<file path="config.mk">
export PLATFORM = sky130hd
export DESIGN_NAME = fpu_mul_frac_dp
export DESIGN_NICKNAME = d
export VERILOG_FILES = /design/src/hdl/fpu_mul_fmt_pkg.sv /design/src/hdl/fpu_mul_ctl_pkg.sv /design/src/hdl/fpu_mul_lead0.sv /design/src/hdl/fpu_mul_ctl.sv /design/src/hdl/fpu_mul_frac_in.sv /design/src/hdl/fpu_mul_frac_norm.sv /design/src/hdl/fpu_mul_frac_rnd.sv /design/src/hdl/fpu_mul_frac_dp.sv
export VERILOG_INCLUDE_DIRS = /design/src /design/src/include
export SDC_FILE = /design/constraint.sdc
export NUM_CORES = 2
export LEC_CHECK = 0
export ABC_CLOCK_PERIOD_IN_PS = 4190
export BUFFER_PORTS_ARGS = -buffer_cell sky130_fd_sc_hd__buf_2
export CORE_ASPECT_RATIO = 0.75
export CORE_MARGIN = 1
export CORE_UTILIZATION = 45
export DETAILED_ROUTE_END_ITERATION = 7
export PLACE_DENSITY = 0.66
export SLEW_MARGIN = 20
export SYNTH_ARGS = -nofsm -noshare
export SYNTH_HDL_FRONTEND = slang
export SYNTH_SLANG_ARGS = --single-unit
</file>
<file path="constraint.sdc">
create_clock -name i_rclk -period 4.19 [get_ports i_rclk]
set_input_delay 0.2095 -clock i_rclk [delete_from_list [all_inputs] [get_ports i_rclk]]
set_output_delay 0.2095 -clock i_rclk [all_outputs]
set_load 0.02 [all_outputs]
</file>
<file path="src/include/fpu_mul_defs.svh">
// width macros for the multiply fraction datapath
`ifndef FPU_MUL_DEFS_SVH
`define FPU_MUL_DEFS_SVH

// queued operand word, double or single fraction inside
`define FPU_MUL_IN_W 55

// array operand incl hidden bit
`define FPU_MUL_FRAC_W 53

`define FPU_MUL_OUT_W 52	// result fraction
`define FPU_MUL_PROD_W 106	// full array product

// stage-5 fraction, 54 result bits and a sticky
`define FPU_MUL_M5_W 55

`define FPU_MUL_SHCNT_W 6	// post-norm shift amount
`define FPU_MUL_LD0_W 6	// leading-zero count

// single fraction sits in the top of the operand word
`define FPU_MUL_SNG_LSB 32

`endif

</file>
<file path="src/hdl/fpu_mul_fmt_pkg.sv">
// operand, fraction, product and stage-5 flag types
`include "fpu_mul_defs.svh"

package fpu_mul_fmt_pkg;

	// queued operand, dbl frac in 51:0, sng frac in 54:32
	typedef logic [`FPU_MUL_IN_W-1:0] opnd_t;

	// array operand incl hidden bit
	typedef logic [`FPU_MUL_FRAC_W-1:0] frac_t;

	typedef logic [`FPU_MUL_PROD_W-1:0] prod_t;	// array product

	// stage-5 fraction, sticky in bit 0
	typedef logic [`FPU_MUL_M5_W-1:0] m5frac_t;

	typedef logic [`FPU_MUL_OUT_W-1:0] res_t;	// rounded result fraction

	// stage-5 status toward exponent and flag logic
	typedef struct packed {
		logic dbl_nx;	// bits lost below double lsb
		logic sng_nx;	// bits lost below single lsb
		logic neq_0;	// any bit set at all
		logic cout;	// carry out of rounding add
	} m5flags_t;

endpackage

</file>
<file path="src/hdl/fpu_mul_ctl_pkg.sv">
// operation class and select-line structs for the multiply control
package fpu_mul_ctl_pkg;

	// operand class from the exponent side
	typedef enum logic [1:0] {
		CLS_NORM = 2'd0,
		CLS_DNRM = 2'd1,
		CLS_INF  = 2'd2,
		CLS_ZERO = 2'd3
	} opnd_class_t;

	// stage-1 request, queued with the operands
	typedef struct packed {
		logic        dblop;	// double precision op
		opnd_class_t class1;
		opnd_class_t class2;
		logic        snan1;	// signalling nan, gets quieted
		logic        snan2;
		logic        inf_zero;	// inf times zero, invalid pattern
	} m1_op_t;

	// one-hot injection select for one operand
	typedef struct packed {
		logic dbl_norm;
		logic dbl_dnrm;
		logic sng_norm;
		logic sng_dnrm;
		logic inf;
	} inj_sel_t;

	typedef struct packed {
		inj_sel_t sel1;
		inj_sel_t sel2;
		logic     dblop;	// lead0 alignment
		logic     snan1;
		logic     snan2;
		logic     inf_zero_dbl;	// fills low 29 bits of op2 pattern
		logic     inf_zero_sng;	// fills upper 23 bits
	} m1_sel_t;

	// stage-5 request
	typedef struct packed {
		logic fmuls;	// single mul
		logic fmulda;	// double mul
		logic round_up;
		logic in_of;	// overflow
		logic to_0;	// overflow goes to max finite
	} m5_op_t;

	typedef struct packed {
		logic sel_add;	// rounded fraction
		logic sel_frac;	// unrounded
		logic sel_max;	// all ones
		logic inc_sng;	// increment at bit 29
		logic inc_dbl;	// increment at bit 0
	} m5_sel_t;

endpackage

</file>
<file path="src/hdl/fpu_mul_lead0.sv">
// 53-bit leading-zero counter, halving tree
`include "fpu_mul_defs.svh"

module fpu_mul_lead0 (
	input  fpu_mul_fmt_pkg::frac_t    i_din,
	output logic [`FPU_MUL_LD0_W-1:0] o_lead0
);

	logic [63:0] v0;	// padded to a power of two
	logic [31:0] v1;
	logic [15:0] v2;
	logic [7:0]  v3;
	logic [3:0]  v4;
	logic [1:0]  v5;

	// ones in the pad so an all-zero input stops at 53
	assign v0 = {i_din, {(64-`FPU_MUL_FRAC_W){1'b1}}};

	// each level picks the upper half unless it is empty
	assign o_lead0[5] = ~|v0[63:32];
	assign v1         = o_lead0[5] ? v0[31:0] : v0[63:32];

	assign o_lead0[4] = ~|v1[31:16];
	assign v2         = o_lead0[4] ? v1[15:0] : v1[31:16];

	assign o_lead0[3] = ~|v2[15:8];
	assign v3         = o_lead0[3] ? v2[7:0] : v2[15:8];

	assign o_lead0[2] = ~|v3[7:4];
	assign v4         = o_lead0[2] ? v3[3:0] : v3[7:4];

	assign o_lead0[1] = ~|v4[3:2];
	assign v5         = o_lead0[1] ? v4[1:0] : v4[3:2];

	assign o_lead0[0] = ~v5[1];	// last pair

endmodule

</file>
<file path="src/hdl/fpu_mul_ctl.sv">
// multiply fraction control, stage-1 class decode and stage-5 output select
module fpu_mul_ctl (
	input  logic                     i_rclk,
	input  logic                     i_reset,
	input  logic                     i_step,	// pipe advance
	input  fpu_mul_ctl_pkg::m1_op_t  i_m1_op,
	input  fpu_mul_ctl_pkg::m5_op_t  i_m5_op,
	output fpu_mul_ctl_pkg::m1_sel_t o_m1_sel,
	output fpu_mul_ctl_pkg::m5_sel_t o_m5_sel
);

	fpu_mul_ctl_pkg::m1_op_t m1_op_q;	// op class, moves with operand regs

	// class plus format to one-hot select, zero selects nothing
	function automatic fpu_mul_ctl_pkg::inj_sel_t dec_class(
		input logic                         dblop,
		input fpu_mul_ctl_pkg::opnd_class_t cls
	);
		fpu_mul_ctl_pkg::inj_sel_t s;
		s          = '0;
		s.dbl_norm = dblop & (cls == fpu_mul_ctl_pkg::CLS_NORM);
		s.dbl_dnrm = dblop & (cls == fpu_mul_ctl_pkg::CLS_DNRM);
		s.sng_norm = ~dblop & (cls == fpu_mul_ctl_pkg::CLS_NORM);
		s.sng_dnrm = ~dblop & (cls == fpu_mul_ctl_pkg::CLS_DNRM);
		s.inf      = (cls == fpu_mul_ctl_pkg::CLS_INF);	// either format
		return s;
	endfunction

	always_ff @(posedge i_rclk) begin
		if (i_reset) begin
			m1_op_q <= '0;
		end else if (i_step) begin
			m1_op_q <= i_m1_op;
		end
	end

	////////////////////////////////////////////////////////////////////////////
	// stage 1 selects
	////////////////////////////////////////////////////////////////////////////

	assign o_m1_sel.sel1         = dec_class(m1_op_q.dblop, m1_op_q.class1);
	assign o_m1_sel.sel2         = dec_class(m1_op_q.dblop, m1_op_q.class2);
	assign o_m1_sel.dblop        = m1_op_q.dblop;
	assign o_m1_sel.snan1        = m1_op_q.snan1;
	assign o_m1_sel.snan2        = m1_op_q.snan2;
	assign o_m1_sel.inf_zero_sng = m1_op_q.inf_zero;	// 23 bits in both formats
	assign o_m1_sel.inf_zero_dbl = m1_op_q.inf_zero & m1_op_q.dblop;

	////////////////////////////////////////////////////////////////////////////
	// stage 5 selects
	////////////////////////////////////////////////////////////////////////////

	// overflow wins, without to_0 the fraction goes to zero (infinity)
	assign o_m5_sel.sel_add  = i_m5_op.round_up & ~i_m5_op.in_of;
	assign o_m5_sel.sel_frac = ~i_m5_op.round_up & ~i_m5_op.in_of;
	assign o_m5_sel.sel_max  = i_m5_op.in_of & i_m5_op.to_0;
	assign o_m5_sel.inc_sng  = i_m5_op.fmuls;
	assign o_m5_sel.inc_dbl  = i_m5_op.fmulda & ~i_m5_op.fmuls;	// one position only

endmodule

</file>
<file path="src/hdl/fpu_mul_frac_in.sv">
// operand registers, stage-1 fraction injection and leading-zero inputs
`include "fpu_mul_defs.svh"

module fpu_mul_frac_in (
	input  logic                      i_rclk,
	input  logic                      i_reset,
	input  logic                      i_step,
	input  fpu_mul_fmt_pkg::opnd_t    i_in1,
	input  fpu_mul_fmt_pkg::opnd_t    i_in2,
	input  fpu_mul_ctl_pkg::m1_sel_t  i_m1_sel,
	output fpu_mul_fmt_pkg::frac_t    o_frac1_array,	// inverted for the array
	output fpu_mul_fmt_pkg::frac_t    o_frac2_array,
	output logic [`FPU_MUL_LD0_W-1:0] o_ld0_1,
	output logic [`FPU_MUL_LD0_W-1:0] o_ld0_2
);

	fpu_mul_fmt_pkg::opnd_t in1_q;
	fpu_mul_fmt_pkg::opnd_t in2_q;
	fpu_mul_fmt_pkg::frac_t frac1;
	fpu_mul_fmt_pkg::frac_t frac2;
	fpu_mul_fmt_pkg::frac_t inf_pat2;	// op2 inf pattern, op1 is hidden bit only

	// AND-OR mux of the injected forms, selects are one-hot
	function automatic fpu_mul_fmt_pkg::frac_t inject(
		input fpu_mul_fmt_pkg::opnd_t    opnd,
		input fpu_mul_ctl_pkg::inj_sel_t sel,
		input logic                      snan,
		input fpu_mul_fmt_pkg::frac_t    inf_pat
	);
		fpu_mul_fmt_pkg::frac_t f;
		f = ({`FPU_MUL_FRAC_W{sel.dbl_norm}} & {1'b1, opnd[51] | snan, opnd[50:0]})
			| ({`FPU_MUL_FRAC_W{sel.dbl_dnrm}} & {opnd[51:0], 1'b0})	// one place up
			| ({`FPU_MUL_FRAC_W{sel.sng_norm}}
				& {1'b1, opnd[`FPU_MUL_IN_W-1] | snan,
				opnd[`FPU_MUL_IN_W-2:`FPU_MUL_SNG_LSB], 29'b0})
			| ({`FPU_MUL_FRAC_W{sel.sng_dnrm}}
				& {opnd[`FPU_MUL_IN_W-1:`FPU_MUL_SNG_LSB], 30'b0})
			| ({`FPU_MUL_FRAC_W{sel.inf}} & inf_pat);
		return f;
	endfunction

	// msb-aligned fraction for the zero count
	function automatic fpu_mul_fmt_pkg::frac_t align(
		input fpu_mul_fmt_pkg::opnd_t opnd,
		input logic                   dblop
	);
		fpu_mul_fmt_pkg::frac_t f;
		f = dblop ? {opnd[51:0], 1'b0} : {opnd[`FPU_MUL_IN_W-1:`FPU_MUL_SNG_LSB], 30'b0};
		return f;
	endfunction

	////////////////////////////////////////////////////////////////////////////
	// input stage
	////////////////////////////////////////////////////////////////////////////

	always_ff @(posedge i_rclk) begin
		if (i_reset) begin
			in1_q <= '0;
			in2_q <= '0;
		end else if (i_step) begin
			in1_q <= i_in1;
			in2_q <= i_in2;
		end
	end

	assign inf_pat2 = {1'b1, {23{i_m1_sel.inf_zero_sng}}, {29{i_m1_sel.inf_zero_dbl}}};

	assign frac1 = inject(in1_q, i_m1_sel.sel1, i_m1_sel.snan1,
		{1'b1, {(`FPU_MUL_FRAC_W-1){1'b0}}});
	assign frac2 = inject(in2_q, i_m1_sel.sel2, i_m1_sel.snan2, inf_pat2);

	assign o_frac1_array = ~frac1;
	assign o_frac2_array = frac2;

	fpu_mul_lead0 u_ld0_1 (
		.i_din   (align(in1_q, i_m1_sel.dblop)),
		.o_lead0 (o_ld0_1)
	);

	fpu_mul_lead0 u_ld0_2 (
		.i_din   (align(in2_q, i_m1_sel.dblop)),
		.o_lead0 (o_ld0_2)
	);

endmodule

</file>
<file path="src/hdl/fpu_mul_frac_norm.sv">
// post-normalization shift count register, left and right shifters, stage-5 fraction
`include "fpu_mul_defs.svh"

module fpu_mul_frac_norm (
	input  logic                        i_rclk,
	input  logic                        i_reset,
	input  logic                        i_step,
	input  fpu_mul_fmt_pkg::prod_t      i_m4_frac,	// array product
	input  logic [`FPU_MUL_SHCNT_W-1:0] i_m4_sh_cnt,
	input  logic [`FPU_MUL_LD0_W:0]     i_m3b_ld0_inv,	// summed operand zeros
	input  logic                        i_left,
	input  logic                        i_right,
	output logic [`FPU_MUL_LD0_W:0]     o_m3_ld0_inv,
	output logic [1:0]                  o_m4_shl_hi,	// left shift bits 55:54
	output fpu_mul_fmt_pkg::m5frac_t    o_m5_frac
);

	localparam int SHR_W = `FPU_MUL_PROD_W + 63;	// product plus room to shift out

	logic [`FPU_MUL_SHCNT_W-1:0] sh_cnt_q;
	logic [`FPU_MUL_LD0_W:0]     ld0_inv_q;
	fpu_mul_fmt_pkg::prod_t      shl_full;
	logic [SHR_W-1:0]            shr_full;
	logic [`FPU_MUL_M5_W:0]      shl;	// 55 kept bits and sticky
	logic [`FPU_MUL_M5_W:0]      shr;
	fpu_mul_fmt_pkg::m5frac_t    m5_in;
	fpu_mul_fmt_pkg::m5frac_t    m5_q;

	always_ff @(posedge i_rclk) begin
		if (i_reset) begin
			sh_cnt_q  <= '0;
			ld0_inv_q <= '0;
		end else if (i_step) begin
			sh_cnt_q  <= i_m4_sh_cnt;
			ld0_inv_q <= i_m3b_ld0_inv;
		end
	end

	assign o_m3_ld0_inv = ld0_inv_q;

	////////////////////////////////////////////////////////////////////////////
	// shifters
	////////////////////////////////////////////////////////////////////////////

	// left, for products that came out short
	assign shl_full = i_m4_frac << sh_cnt_q;
	assign shl = {shl_full[`FPU_MUL_PROD_W-1 -: `FPU_MUL_M5_W],
		|shl_full[`FPU_MUL_PROD_W-`FPU_MUL_M5_W-1:0]};

	// right, denormal result
	assign shr_full = {i_m4_frac, 63'b0} >> sh_cnt_q;
	assign shr = {shr_full[SHR_W-1 -: `FPU_MUL_M5_W],
		|shr_full[SHR_W-`FPU_MUL_M5_W-1:0]};	// everything below is sticky

	assign o_m4_shl_hi = shl[`FPU_MUL_M5_W -: 2];

	////////////////////////////////////////////////////////////////////////////
	// stage-5 fraction select
	////////////////////////////////////////////////////////////////////////////

	// top bit clear takes one more place, sticky stays at bit 0 side
	assign m5_in = ({`FPU_MUL_M5_W{i_left & shl[`FPU_MUL_M5_W]}}
			& shl[`FPU_MUL_M5_W-1:0])
		| ({`FPU_MUL_M5_W{i_left & ~shl[`FPU_MUL_M5_W]}}
			& {shl[`FPU_MUL_M5_W-2:0], 1'b0})
		| ({`FPU_MUL_M5_W{i_right & shr[`FPU_MUL_M5_W]}}
			& shr[`FPU_MUL_M5_W-1:0])
		| ({`FPU_MUL_M5_W{i_right & ~shr[`FPU_MUL_M5_W]}}
			& {shr[`FPU_MUL_M5_W-2:0], 1'b0});

	always_ff @(posedge i_rclk) begin
		if (i_reset) begin
			m5_q <= '0;
		end else if (i_step) begin
			m5_q <= m5_in;	// holds while the pipe stalls
		end
	end

	assign o_m5_frac = m5_q;

endmodule

</file>
<file path="src/hdl/fpu_mul_frac_rnd.sv">
// stage-5 inexact flags, rounding adder, output select and result register
`include "fpu_mul_defs.svh"

module fpu_mul_frac_rnd (
	input  logic                     i_rclk,
	input  logic                     i_reset,
	input  logic                     i_step,
	input  fpu_mul_fmt_pkg::m5frac_t i_m5_frac,
	input  fpu_mul_ctl_pkg::m5_sel_t i_m5_sel,
	output fpu_mul_fmt_pkg::m5flags_t o_flags,
	output fpu_mul_fmt_pkg::res_t    o_frac_out
);

	logic [`FPU_MUL_OUT_W:0] add_sum;	// carry on top
	fpu_mul_fmt_pkg::res_t   frac_hi;	// bits 54:3, unrounded
	fpu_mul_fmt_pkg::res_t   out_in;
	fpu_mul_fmt_pkg::res_t   out_q;

	assign frac_hi = i_m5_frac[`FPU_MUL_M5_W-1:3];

	// inexact chain, each wider than the last
	assign o_flags.dbl_nx = |i_m5_frac[2:0];
	assign o_flags.sng_nx = o_flags.dbl_nx | (|i_m5_frac[31:3]);
	assign o_flags.neq_0  = o_flags.sng_nx | (|i_m5_frac[`FPU_MUL_M5_W-1:32]);

	////////////////////////////////////////////////////////////////////////////
	// rounding
	////////////////////////////////////////////////////////////////////////////

	// single lsb lands at bit 29 of the 52-bit field
	assign add_sum = {1'b0, frac_hi}
		+ {23'b0, i_m5_sel.inc_sng, 28'b0, i_m5_sel.inc_dbl};

	assign o_flags.cout = add_sum[`FPU_MUL_OUT_W];

	assign out_in = ({`FPU_MUL_OUT_W{i_m5_sel.sel_add}} & add_sum[`FPU_MUL_OUT_W-1:0])
		| ({`FPU_MUL_OUT_W{i_m5_sel.sel_frac}} & frac_hi)
		| {`FPU_MUL_OUT_W{i_m5_sel.sel_max}};	// max finite fraction

	always_ff @(posedge i_rclk) begin
		if (i_reset) begin
			out_q <= '0;
		end else if (i_step) begin
			out_q <= out_in;
		end
	end

	assign o_frac_out = out_q;

endmodule

</file>
<file path="src/hdl/fpu_mul_frac_dp.sv">
// multiply fraction datapath top, control decode plus stage 1, 4 and 5 datapath
`include "fpu_mul_defs.svh"

module fpu_mul_frac_dp (
	input  logic                        i_rclk,
	input  logic                        i_reset,
	input  logic                        i_step,	// pipe advance, level
	input  fpu_mul_fmt_pkg::opnd_t      i_in1,
	input  fpu_mul_fmt_pkg::opnd_t      i_in2,
	input  fpu_mul_ctl_pkg::m1_op_t     i_m1_op,
	input  fpu_mul_fmt_pkg::prod_t      i_m4_frac,	// from the array
	input  logic [`FPU_MUL_SHCNT_W-1:0] i_m4_sh_cnt,
	input  logic [`FPU_MUL_LD0_W:0]     i_m3b_ld0_inv,
	input  logic                        i_left,
	input  logic                        i_right,
	input  fpu_mul_ctl_pkg::m5_op_t     i_m5_op,
	output fpu_mul_fmt_pkg::frac_t      o_frac1_array,	// to the array
	output fpu_mul_fmt_pkg::frac_t      o_frac2_array,
	output logic [`FPU_MUL_LD0_W-1:0]   o_ld0_1,
	output logic [`FPU_MUL_LD0_W-1:0]   o_ld0_2,
	output logic                        o_m4_frac_105,
	output logic [`FPU_MUL_LD0_W:0]     o_m3_ld0_inv,
	output logic [1:0]                  o_m4_shl_hi,
	output logic [32:0]                 o_m5_frac_lo,	// to exponent side
	output fpu_mul_fmt_pkg::m5flags_t   o_m5_flags,
	output fpu_mul_fmt_pkg::res_t       o_mul_frac_out
);

	fpu_mul_ctl_pkg::m1_sel_t m1_sel;
	fpu_mul_ctl_pkg::m5_sel_t m5_sel;
	fpu_mul_fmt_pkg::m5frac_t m5_frac;

	fpu_mul_ctl u_ctl (
		.i_rclk   (i_rclk),
		.i_reset  (i_reset),
		.i_step   (i_step),
		.i_m1_op  (i_m1_op),
		.i_m5_op  (i_m5_op),
		.o_m1_sel (m1_sel),
		.o_m5_sel (m5_sel)
	);

	// stage 1
	fpu_mul_frac_in u_frac_in (
		.i_rclk        (i_rclk),
		.i_reset       (i_reset),
		.i_step        (i_step),
		.i_in1         (i_in1),
		.i_in2         (i_in2),
		.i_m1_sel      (m1_sel),
		.o_frac1_array (o_frac1_array),
		.o_frac2_array (o_frac2_array),
		.o_ld0_1       (o_ld0_1),
		.o_ld0_2       (o_ld0_2)
	);

	assign o_m4_frac_105 = i_m4_frac[`FPU_MUL_PROD_W-1];	// product msb for exp adjust

	// stage 4
	fpu_mul_frac_norm u_frac_norm (
		.i_rclk        (i_rclk),
		.i_reset       (i_reset),
		.i_step        (i_step),
		.i_m4_frac     (i_m4_frac),
		.i_m4_sh_cnt   (i_m4_sh_cnt),
		.i_m3b_ld0_inv (i_m3b_ld0_inv),
		.i_left        (i_left),
		.i_right       (i_right),
		.o_m3_ld0_inv  (o_m3_ld0_inv),
		.o_m4_shl_hi   (o_m4_shl_hi),
		.o_m5_frac     (m5_frac)
	);

	assign o_m5_frac_lo = m5_frac[32:0];

	// stage 5
	fpu_mul_frac_rnd u_frac_rnd (
		.i_rclk     (i_rclk),
		.i_reset    (i_reset),
		.i_step     (i_step),
		.i_m5_frac  (m5_frac),
		.i_m5_sel   (m5_sel),
		.o_flags    (o_m5_flags),
		.o_frac_out (o_mul_frac_out)
	);

endmodule

</file>
==> flow_summary.ini <==
[global_route]
grt_overflow = 0
grt_use_met3_pct = 7.99
grtUsageTotal_pct = 38.0
gr-usage-met1_pct = 54.2
grt_pass1_wl_microns = 187000
busiest_layer = met2
grt_pass1_vias = 29100
grt_max_degree = 120
antenna_found_initial = 5
met2_usage_pct = 57.7

[clocking]
clock_path_buffers = 3
root_buffer = clkbuf_16
tritoncts = yes
cts.sinks = 238
clk_pin_slew_ns = 0.07
cts_max_level = 1
clk_latency_ns = 0.54
numCtsBuffers = 25

[layout]
fin_cells = 4796
nets = 4225
drive_above_1_share_pct = 27.9
fill_cells = 5631
syn_to_final_growth_pct = 21.4

[floorplanning]
io_pins = 464
fp-row-count = 78
die_area_sq_um = 63200
coreArea_sq_um = 61000
initial_core_util_pct = 45.9
dieWidth_microns = 290
die_y_microns = 218

[sta]
slew_viol_final = 0
slew_headroom_pct = 24.6
max_freq_ghz = 0.239
finalSetupViolCount = 0
tightest_slew_ns = 1.13
rsz0062_at_grt = yes
skew_ns = 0.00888
tns_ns = 0
min_period_over_period_pct = 99.7
fin_crit_ns = 4.18
hold_violations = 0

[worst_setup_path]
end_kind = primary output
ff2ff_setup_slack_ns = 0.14
cp_data_required_time_ns = 3.98
crit_type = flop to primary output
r2r_cells = 10
reg2reg_to = u_frac_norm.o_m5_frac[1]$_SDFFE_PP0P_
critPathLaunchType = flop
r2r_start = u_frac_norm.sh_cnt_q[2]$_SDFFE_PP0P_
crit_arrival_ns = 3.97
worstPathMaxFanout = 7

[drt]
drt-wirelength-per-cell_microns = 26.2
route.detailed.drc = 0
drt_iter0_markers = 4954
routed_wl_microns = 126000
ant_nets = 0
num_vias = 31700
drt_pass1_iterations = 8
vias_per_cell = 6.61

[synthesis]
synth_area_leaders = dfxtp_1 (17%), mux2i_1 (14%), mux4_2 (13%), nor2_1 (6.3%), mux2_2 (5.8%)
synthCells = 3498
yosys.area_share.simple_pct = 20.9
yosys.area_share.adder_pct = 0.134
postSynth.asyncResetShare_pct = 0
yosysTopAreaCellShare_pct = 17.0
synth_fp_nets = 3748
synth_compound_area_share_pct = 19.3
ys.flop_type = dfxtp_1
syn_avg_cell_area_sq_um = 8.00
netlist_area_sq_um = 28000
ys_types = 92
synth_seq_cells = 238
synth_top_area_cell = dfxtp_1
synth_edf_count = 0
synth_xor_area_share_pct = 1.53
yosysWarnings = 0
synth_top_family_by_area = multiplexers
synth_mux_area_share_pct = 34.4
seq_area_frac_synth_pct = 17.0

[placement]
place_congestion = 1.07
dp_cells = 4608
portBuffers = 463
dp_hpwl_microns = 94800

[pwr]
p_leak_nw = 14.1
vdd.ir_drop.worst_mv = 0.251
fin_total_pwr_mw = 9.97
p_per_area_nw_per_um2 = 294

[hold_path]
hold_class = primary input to flop
min_path_cells = 3
min_to = u_frac_norm.o_m5_frac[1]$_SDFFE_PP0P_
min_from = i_right

[run_status]
outcome = complete, no violations

[run]
drv_cap = 0
cell families after synthesis:
| family | count (synthesis) |
|---|---|
| xor gates and xnor gates | 49 |
| buffers and inverters | 400 |
| AOI/OAI and AO/OA | 800 |
| DFF | 238 |
| muxes | 710 |
| and+or+nand+nor | 1298 |
| adders and majority gates | 3 |
cells in the final DEF (no fill, tap or decap), types with 26 or more instances in the layout:
master and instances:
nor2_1 472, buf_2 458, nand2_1 418, mux2i_1 384, dfxtp_1 228, buf_4 193, a21oi_1 185, mux4_2 162
o21ai_0 148, mux2_2 145, dlygate4sd3_1 131, nor3_1 87, nand2b_1 68, a22oi_1 60, a211oi_1 58, nand3_1 42
o22ai_1 42, o21a_1 35, xor2_1 31, nor4_1 30, inv_1 29, a311oi_1 28, nand4_1 27, clkbuf_16 26
final cells by class:
| type | instances | area, sq um | share of cell area [%] |
|---|---|---|---|
| antenna | 5 | 12.5 | 0.0369 |
| tap | 800 | 1000 | 2.95 |
| clock inverter | 10 | 143 | 0.420 |
| clock buffer | 33 | 737 | 2.17 |
| inverter | 38 | 146 | 0.431 |
| multi-input combinational | 2860 | 21500 | 63.3 |
| sequential | 238 | 4790 | 14.1 |
| timing repair buffer | 812 | 5640 | 16.6 |
report_power, final:
| group | internal (mW) | leakage [nW] | switching [mW] | total, mW |
|---|---|---|---|---|
| logic | 1.93 | 11.6 | 2.88 | 4.81 |
| clock network | 1.43 | 0.433 | 1.01 | 2.44 |
| registers | 2.43 | 1.97 | 0.289 | 2.72 |
synth_stat cells, types with 31 or more instances:
cell type	count
o21a_1	35
nand2b_1	68
nor3_1	92
a22oi_1	60
o22ai_1	42
buf_1	39
nor2_1	473
mux2_2	145
mux2i_1	384
nand2_1	419
a211oi_1	60
nor4_1	35
buf_4	59
o21ai_0	148
clkbuf_1	184
dfxtp_1	238
a21oi_1	187
xor2_1	31
nand3_1	43
buf_2	70
mux4_2	162
metal layers:
metal	up-vias	wire (microns)	part of all wire [%]
li1	14000	-	-
met1	15200	53300	42
met2	2173	54300	43
met3	307	14100	11
met4	4	4030	3.2
met5	-	24	0.019
critical path, stage by stage, from the launching register on:
cell and delay (ns):
dfxtp_1 0.40, or4b_4 0.55, o32ai_4 0.33, and3_4 0.29, a311oi_2 0.15, a21oi_2 0.22, or3b_1 0.40, o211a_1 0.29
a221oi_2 0.25, o21ai_1 0.12, a211oi_2 0.23, buf_4 0.19
flip-flops by register name, indices dropped and copies added (netlist names):
signal and count:
u_frac_norm.o_m5_frac 55, u_frac_norm.sh_cnt_q 6, u_ctl.m1_op_q 4, u_frac_norm.o_m3_ld0_inv 7
u_ctl.o_m1_sel 4, u_frac_rnd.o_frac_out 52, u_frac_in.in1_q 55, u_frac_in.in2_q 55
repair_timing:
action	4_1_cts	5_1_grt
pin swaps	2	6
hold buffers	131	0
setup buffers	5	3
hold endpoints to repair	131	0
cloned	1	0
setup endpoints to repair	4	9
resized for setup	8	27
per-stage QoR:
stage	worst slack (ns)	hold slack [ns]	cell area [sq um]	util, %
floorplan	0.464	0.357	28000	-
global placement	0.237	0.441	31500	51.6
detailed placement	0.165	0.451	31500	51.6
CTS	0.00505	0.135	33800	55.4
global route	-0.0808	0.198	33900	55.6
finish	0.0133	0.170	33900	55.7
how the worst max path moves through the flow:
| stage | start | end | slack, ns | cells after the start |
|---|---|---|---|---|
| after floorplan | u_ctl.o_m1_sel[4]$_SDFFE_PP0P_ | o_ld0_2[1] | 0.46 | 14 |
| after global placement | u_frac_norm.sh_cnt_q[1]$_SDFFE_PP0P_ | u_frac_norm.o_m5_frac[1]$_SDFFE_PP0P_ | 0.24 | 11 |
| after detailed placement | u_frac_norm.sh_cnt_q[1]$_SDFFE_PP0P_ | u_frac_norm.o_m5_frac[1]$_SDFFE_PP0P_ | 0.17 | 11 |
| after CTS | u_ctl.o_m1_sel[4]$_SDFFE_PP0P_ | o_ld0_1[0] | 0.005 | 13 |
| after global routing | u_ctl.o_m1_sel[4]$_SDFFE_PP0P_ | o_ld0_2[1] | -0.08 | 13 |
| final | u_frac_in.in2_q[44]$_SDFFE_PP0P_ | o_ld0_2[1] | 0.01 | 11 |
Power figures use the tool's default switching activity.
